### config.mk
export PLATFORM = sky130hd
export DESIGN_NAME = sample_fifo_flat
export DESIGN_NICKNAME = d
export VERILOG_FILES = /design/src/source/fir_pkg.sv /design/src/source/sample_if.sv /design/src/source/sample_fifo.sv /design/src/flat_wrapper.sv
export VERILOG_INCLUDE_DIRS = /design/src /design/src/source
export SDC_FILE = /design/constraint.sdc
export NUM_CORES = 1
export LEC_CHECK = 0
export BUFFER_PORTS_ARGS = -buffer_cell sky130_fd_sc_hd__buf_2
export CORE_MARGIN = 5
export CORE_UTILIZATION = 55
export DETAILED_ROUTE_END_ITERATION = 10
export PLACE_DENSITY_LB_ADDON = 0.05
export SETUP_SLACK_MARGIN = 0.2
export SLEW_MARGIN = 20
export SYNTH_ARGS = -nofsm -noshare
export SYNTH_HDL_FRONTEND = slang
export SYNTH_SLANG_ARGS = --single-unit
### constraint.sdc
create_clock -name clk -period 5.6 [get_ports clk]
set_clock_uncertainty 0.2 [all_clocks]
set_input_delay 1.4 -clock clk [delete_from_list [all_inputs] [get_ports clk]]
set_output_delay 1.4 -clock clk [all_outputs]
set_load 0.005 [all_outputs]
### src/source/fir_params.svh
/*
 * Build-time constants for the symmetric FIR subsystem.
 * Include this wherever a width, tap count or pipeline depth is needed.
 */
`ifndef FIR_PARAMS_SVH
`define FIR_PARAMS_SVH

// sample and coefficient widths.
`define FIR_XW 16
`define FIR_CW 12

// the folded structure needs an even filter length.
`define FIR_TAPS 16

`define FIR_FIFO_DEPTH 8
`define FIR_LVL_W $clog2(`FIR_FIFO_DEPTH + 1)

// one shift-add stage per coefficient bit.
`define FIR_MULT_STAGES `FIR_CW

// pop to valid, in clock cycles.
`define FIR_LATENCY (`FIR_MULT_STAGES + 5)

`endif
### src/source/fir_pkg.sv
/*
 * Data types and the coefficient table of the symmetric FIR.
 * Designs import it in their body; ports use scoped names.
 */
`default_nettype none

`include "fir_params.svh"

package fir_pkg;

    typedef logic signed [`FIR_XW-1:0] sample_t;
    typedef logic signed [`FIR_XW:0] pair_t;
    typedef logic signed [`FIR_CW-1:0] coef_t;

    // pair sum times coefficient.
    typedef logic signed [`FIR_XW+`FIR_CW:0] prod_t;

    // room for the sum of eight products.
    typedef logic signed [`FIR_XW+`FIR_CW+2:0] result_t;

    // first half of the impulse response.
    // tap i and tap 15-i share entry i.
    localparam coef_t fir_coef [`FIR_TAPS/2] = '{
        -32, 10, 62, 121, 179, 230, 269, 289
    };

endpackage

`default_nettype wire

### src/source/sample_if.sv
/*
 * Link between the sample FIFO and the filter.
 * The filter pops, the FIFO returns data one cycle later.
 */
`default_nettype none

`include "fir_params.svh"

interface sample_if;
    import fir_pkg::*;

    logic pop;
    sample_t data;
    logic empty;
    logic [`FIR_LVL_W-1:0] level;

    modport buffer (input pop, output data, output empty, output level);

    modport filter (output pop, input data, input empty);

endinterface

`default_nettype wire

### src/source/sample_fifo.sv
/*
 * Circular sample buffer between the producer and the filter.
 * Writes are plain strobes; a write into a full buffer is lost and
 * sets the sticky dropped flag. Pops return data one cycle later.
 */
`default_nettype none

`include "fir_params.svh"

module sample_fifo #(
    parameter type payload_t = fir_pkg::sample_t
) (
    input  logic     clk,
    input  logic     rstn,
    input  logic     wr_en,
    input  payload_t wr_data,
    output logic     full,
    output logic     dropped,
    sample_if.buffer rd
);

    localparam int DEPTH = `FIR_FIFO_DEPTH;
    localparam int PW = (DEPTH > 1) ? $clog2(DEPTH) : 1;

    payload_t mem [DEPTH];
    logic [PW-1:0] wr_ptr;
    logic [PW-1:0] rd_ptr;
    logic [`FIR_LVL_W-1:0] count;
    logic do_wr;
    logic do_rd;

    function automatic logic [PW-1:0] next_ptr(input logic [PW-1:0] p);
        return (p == PW'(DEPTH - 1)) ? '0 : p + 1'b1;
    endfunction

    assign full = (count == `FIR_LVL_W'(DEPTH));
    assign rd.empty = (count == '0);
    assign rd.level = count;

    // a pop frees the slot in the same cycle, so full plus pop still writes.
    assign do_wr = wr_en && (!full || rd.pop);
    assign do_rd = rd.pop && !rd.empty;

    always_ff @(posedge clk or negedge rstn) begin
        if (!rstn) begin
            wr_ptr <= '0;
            rd_ptr <= '0;
            count <= '0;
            dropped <= 1'b0;
        end else begin
            if (do_wr) begin
                wr_ptr <= next_ptr(wr_ptr);
            end
            if (do_rd) begin
                rd_ptr <= next_ptr(rd_ptr);
            end
            case ({do_wr, do_rd})
                2'b10: count <= count + 1'b1;
                2'b01: count <= count - 1'b1;
                default: ;
            endcase
            if (wr_en && !do_wr) begin
                dropped <= 1'b1;
            end
        end
    end

    always_ff @(posedge clk) begin
        if (do_wr) begin
            mem[wr_ptr] <= wr_data;
        end
        if (do_rd) begin
            rd.data <= mem[rd_ptr];
        end
    end

    a_no_pop_empty: assert property (@(posedge clk) disable iff (!rstn)
        rd.pop |-> !rd.empty);

    a_count_bound: assert property (@(posedge clk) disable iff (!rstn)
        count <= `FIR_LVL_W'(DEPTH));

endmodule

`default_nettype wire

### src/flat_wrapper.sv
// flat-port wrapper written by rule: the top's interface ports become plain ports
module sample_fifo_flat 
#(
    parameter type payload_t = fir_pkg::sample_t
)
  (clk, rstn, wr_en, wr_data, full, dropped, rd_pop, rd_data, rd_empty, rd_level);
  sample_if rd_i ();
  input  logic clk;
  input  logic rstn;
  input  logic wr_en;
  input  payload_t wr_data;
  output logic full;
  output logic dropped;
  input wire logic [$bits(rd_i.pop)-1:0] rd_pop;
  output wire logic [$bits(rd_i.data)-1:0] rd_data;
  output wire logic [$bits(rd_i.empty)-1:0] rd_empty;
  output wire logic [$bits(rd_i.level)-1:0] rd_level;
  assign rd_i.pop = rd_pop;
  assign rd_data = rd_i.data;
  assign rd_empty = rd_i.empty;
  assign rd_level = rd_i.level;
  sample_fifo #(.payload_t(payload_t)) u_core (.clk(clk), .rstn(rstn), .wr_en(wr_en), .wr_data(wr_data), .full(full), .dropped(dropped), .rd(rd_i));
endmodule
Yosys cells after proc, flatten, opt, wreduce, memory -nomap -nowiden
Memory sizes are Yosys's and may differ from the RTL's. A register that Yosys moved wholly into a read port is not among the register bits.
Index checks and enable logic that the tools add are counted.
{"block": "word_totals", "out_inout_bits": 23, "memories": 1, "inputBits": 20, "ram_bits": 128, "regBits": 11, "elab_cells": 28}
{"name": "u_core.mem", "depth": 8, "width": 16, "rd": 1, "rd_ports_with_merged_regs": 1, "wr": 1, "line_no": "sample_fifo.sv:25", "rtl": "payload_t mem [DEPTH];"}
{"block": "classes", "n_reduce_logical": 9, "mux": 5, "n_addsub": 4, "n_eq_ne": 5}
{"op": "4-bit one-hot mux with 2 select lines", "count": 1}
{"op": "3-bit by 1-bit adder with 3-bit output, second input constant", "count": 2}
{"op": "3-bit equality test, second input constant", "count": 2}
{"op": "3-bit two-way mux", "count": 2}
{"op": "4-bit by 1-bit adder with 4-bit output, second input constant", "count": 1}
{"op": "4-bit equality test, second input constant", "count": 1}
{"op": "4-bit logical NOT", "count": 1}
{"op": "4-bit by 1-bit subtractor with 4-bit output, second input constant", "count": 1}
{"op": "1-bit logical AND", "count": 3}
{"op": "1-bit logical NOT", "count": 3}
{"op": "2-bit by 1-bit equality test with 1-bit output, second input constant", "count": 1}
{"op": "2-bit equality test, second input constant", "count": 1}
{"op": "1-bit two-way mux", "count": 2}
{"op": "2-bit nonzero test", "count": 1}
{"op": "1-bit logical OR", "count": 1}

Depth between registers and ports, before layout
{"block": "logic_depth", "word_depth": 6, "depth_mapped": 7, "depth_no_buf": 7}

Worst setup path before layout
No wires, ideal clock.
{"block": "synth_timing", "kind": "in2reg", "startpoint": "in rd_pop", "endpoint": "mem u_core.mem[4][0] (netlist name) (enable)", "setup_slack_ps": 1719, "path_buffers": 0, "setup_time_ps": 436, "arrival_time_ps": 3245, "path_stages": 2, "required_time_ps": 4964, "cell_sequence": "o21ai_4 > nor4b_1"}
{"block": "synth_via", "elab_chain_len": 4}
{"item": "from (decl)", "line_no": "flat_wrapper.sv:14", "rtl": "input wire logic [$bits(rd_i.pop)-1:0] rd_pop;"}
{"item": "1-bit logical OR", "line_no": "sample_fifo.sv:41", "rtl": "assign do_wr = wr_en && (!full || rd.pop);"}
{"item": "1-bit logical AND", "line_no": "sample_fifo.sv:41"}
{"item": "1-bit two-way mux", "line_no": "sample_fifo.sv:69", "rtl": "if (do_wr) begin"}
{"item": "1-bit two-way mux (implied by the code)", "line_no": "sample_fifo.sv:70", "rtl": "mem[wr_ptr] <= wr_data;"}
{"item": "to (decl)", "line_no": "sample_fifo.sv:25"}
No other way between the ends.

Worst setup path in the final report
{"block": "layout_timing", "startpoint": "reg u_core.count[0] (netlist: u_core.rd.level[0])", "endpoint": "out full"}
{"block": "layout_via", "elab_chain_len": 1}
{"item": "from (decl)", "line_no": "sample_fifo.sv:28", "rtl": "logic [`FIR_LVL_W-1:0] count;"}
{"item": "from (signal assigned)", "line_no": "sample_fifo.sv:58", "rtl": "2'b10: count <= count + 1'b1;"}
{"item": "from (signal assigned)", "line_no": "sample_fifo.sv:59", "rtl": "2'b01: count <= count - 1'b1;"}
{"item": "4-bit equality test", "line_no": "sample_fifo.sv:36", "rtl": "assign full = (count == `FIR_LVL_W'(DEPTH));"}
{"item": "to (decl)", "line_no": "flat_wrapper.sv:12", "rtl": "output logic full;"}
No other way between the ends.

==> summary.json <==
{
  "cells_and_area": {
    "area_growth_syn_to_layout_pct": 16.95,
    "antenna-diode-count": 0,
    "final_core_util": 0.6518,
    "fraction_of_final_layout_cells_with_drive_strength_greater_than_1": 0.4157,
    "fill_cells": 724,
    "post_layout_instance_count_excluding_filler_cells": 484,
    "multi_input_combinational_cell_area_mm2": 0.001379,
    "post-route-cell-area_mm2": 0.007034,
    "final-seq-area_mm2": 0.004602,
    "num-nets-final": 360
  },
  "power_and_ir_drop": {
    "switching_share": 0.2707,
    "internal_power_contribution_mw": 2.708,
    "clockPowerShare": 0.295,
    "power_density_mw_per_mm2": 527.9,
    "power.combinational.fraction": 0.231,
    "design_power_total_mw": 3.713,
    "leakage_nw": 2.406,
    "p_sw_mw": 1.005,
    "seq_power_share": 0.474,
    "ir_worst_vdd_uv": 364.8
  },
  "setup_path": {
    "start_kind": "flop",
    "worst_setup_path_end_kind": "output port",
    "critical_path_required_ns": 4.00,
    "worst_ep_arrival_time_ns": 1.80,
    "worst-setup-path-type": "flop to output port",
    "worstPathMaxFanout": 8
  },
  "yosys": {
    "synth.net_count": 300,
    "synth.largest_area_cell": "edfxtp_1",
    "async_flop_share": 0.07097,
    "synth.distinct_cells": 33,
    "synth.avg_cell_area_um2": 22.11,
    "postSynthRegisterBits": 155,
    "proportion_of_netlist_area_held_by_the_largest_area_contributor": 0.7190,
    "synth-seq-area-share": 0.7647,
    "count_of_warnings_emitted_by_yosys": 0,
    "synth_ff_type": "edfxtp_1",
    "postSynthCellCount": 272,
    "netlist_top_cells_area": "edfxtp_1 72%, mux4_2 12%, dfrtp_1 4.6%, mux2_2 3.2%, ha_1 1.5%",
    "synth-edff-count": 144,
    "syn_area_mm2": 0.006015
  },
  "die": {
    "effective_utilization_at_floorplan": 0.5573,
    "die_area_mm2": 0.01313,
    "die-width_um": 114.6,
    "dieHeight_um": 114.6,
    "row_count": 38,
    "standard_cell_core_area_mm2": 0.01079,
    "boundaryPins": 43
  },
  "drt": {
    "wire_per_inst_um": 21.91,
    "final_ant_viol_nets": 0,
    "drt-vias-per-instance": 5.738,
    "route.vias.total": 2777,
    "routed_wirelength_um": 10600,
    "detailedRoute.firstIterationViolations": 202,
    "drtPass1Iterations": 4,
    "drc_errors": 0
  },
  "clock_tree": {
    "clk_pin_slew_worst_paths_ns": 0.06,
    "cts-buffers-inserted": 17,
    "total_clock_sinks": 155,
    "cts_hold_buf": 0,
    "worst_skew_pair.late_latency_ns": 0.53,
    "cts_setup_buffers": 0,
    "cts_root_buf": "clkbuf_8",
    "tritoncts": "yes",
    "post_cts_resize_count": 0,
    "maximum_level_of_the_cts_h_tree": 4,
    "clk_path_buf_depth": 2
  },
  "global_routing": {
    "grt_most_used_layer": "met2",
    "first_global_vias": 2898,
    "grt_use_met1": 0.2366,
    "grt_start_max_net_pins": 35,
    "grtUsageTotal": 0.1810,
    "globalRouteMet3Util": 0.06554,
    "grt_pass1_wl_um": 16680,
    "antenna_found_initial": 0,
    "grtUsageMet2": 0.2825,
    "grt_remaining_overflow": 0
  },
  "sta": {
    "whs_ns": 0.2536,
    "slew_viol_final": 0,
    "fin_setup_tns_ns": 0,
    "achievable-frequency_mhz": 293.8,
    "setup_viol_count_final": 0,
    "finalCriticalPeriod_ns": 3.403,
    "min_period_over_period": 0.6078,
    "worst_slew_margin_rel": 0.3411,
    "layout_setup_ws_ns": 2.197,
    "timing_hold_violations_final": 0,
    "grt_setup_unrepaired": "false",
    "tightestPinTransition_ns": 0.9884
  },
  "place": {
    "detailed_place.area_mm2": 0.006464,
    "globalplace.congestion": 0.8052,
    "place.detailed.instances": 453,
    "post-place-ws_ns": 1.707,
    "detailed_place_hpwl_um": 6115,
    "portBuffers": 42
  },
  "run": {
    "number_of_violations_of_the_max_capacitance_limit": 0
  },
  "worst_hold_path": {
    "type_of_the_tightest_min_delay_check": "flop to flop"
  },
  "run_status": {
    "outcome": "finished, final reports clean"
  }
}
[layout by cell type (no fill, tap or decap), types with 3 or more instances in the layout]
cell type   count
nor2_1          4
inv_1           6
mux4_2         32
mux2_2         17
clkbuf_16      16
ha_1            7
nand2_1         3
bufinv_16       3
clkinvlp_4      4
nor3_2          3
clkinv_2        4
buf_4          10
dfrtp_1         9
nor3b_1         3
buf_2          42
edfxtp_1      144
[final cells by class]
class	instances	share of cell area
Multi-Input combinational cell	100	0.1960
Timing Repair Buffer	52	0.04055
Sequential cell	155	0.6542
Clock buffer	18	0.05941
Tap cell	140	0.02490
Inverter	6	0.003202
Clock inverter	13	0.02170
[kinds of logic after synthesis]
logic type / share of synthesized area
flip-flops: 0.7647
XOR/XNOR: 0.002913
multiplexers: 0.1604
adder cells (fa/ha/maj): 0.01789
AND/OR/NAND/NOR: 0.02413
AO/OA/AOI/OAI: 0.01852
buffers and inverters: 0.01144
[critical path: stages, from the launching register on]
cell and delay (ns):
dfrtp_1 0.49, or4b_4 0.62, inv_1 0.07, buf_2 0.10
[layer usage]
layer	share of wire	up-vias	wire, µm
met2	0.51	51	5375
met5	0	-	0
met4	0.019	0	197
li1	-	1260	-
met3	0.044	17	463
met1	0.43	1449	4566
[cell usage after synthesis (all sizes together), types with 3 or more instances]
master / number
edfxtp: 144
buf: 4
nor3b: 4
ha: 7
nor2: 4
nand2: 3
inv: 6
dfrtp: 11
mux2: 21
o21ai: 3
nor3: 4
clkbuf: 7
mux4: 32
[final timing paths]
| path | endpoint | slack (ns) | depth (start not counted) | from |
|---|---|---|---|---|
| max in group asynchronous | u_core.rd_ptr[0]$_DFFE_PN0P_ | 4.43 | 1 | rstn |
| min in group asynchronous | u_core.wr_ptr[1]$_DFFE_PN0P_ | 0.54 | 1 | rstn |
| setup / recovery | full | 2.20 | 3 | u_core.rd.level[0]$_DFFE_PN0P_ |
| hold / removal | u_core.dropped$_DFFE_PN0P_ | 0.25 | 1 | u_core.dropped$_DFFE_PN0P_ |
| setup reg to reg | u_core.rd.level[3]$_DFFE_PN0P_ | 2.30 | 7 | u_core.rd.level[0]$_DFFE_PN0P_ |
| hold reg to reg | u_core.dropped$_DFFE_PN0P_ | 0.25 | 1 | u_core.dropped$_DFFE_PN0P_ |
[state kept, by name, summed over array words and instances (netlist names)]
register	flops
u_core.rd.level	4
u_core.wr_ptr	3
u_core.rd.data	16
u_core.mem	128
u_core.dropped	1
u_core.rd_ptr	3
[power groups by stage]
stage | clock network, mW | registers, mW | logic (mW)
after floorplan | 0 | 1.66 | 0.678
after global placement | 0 | 1.78 | 0.868
after detailed placement | 0 | 1.78 | 0.878
after CTS | 1.12 | 1.76 | 0.881
after global routing | 1.17 | 1.79 | 0.941
final | 1.10 | 1.76 | 0.858
No activity file was read; power rests on OpenSTA's default activity.
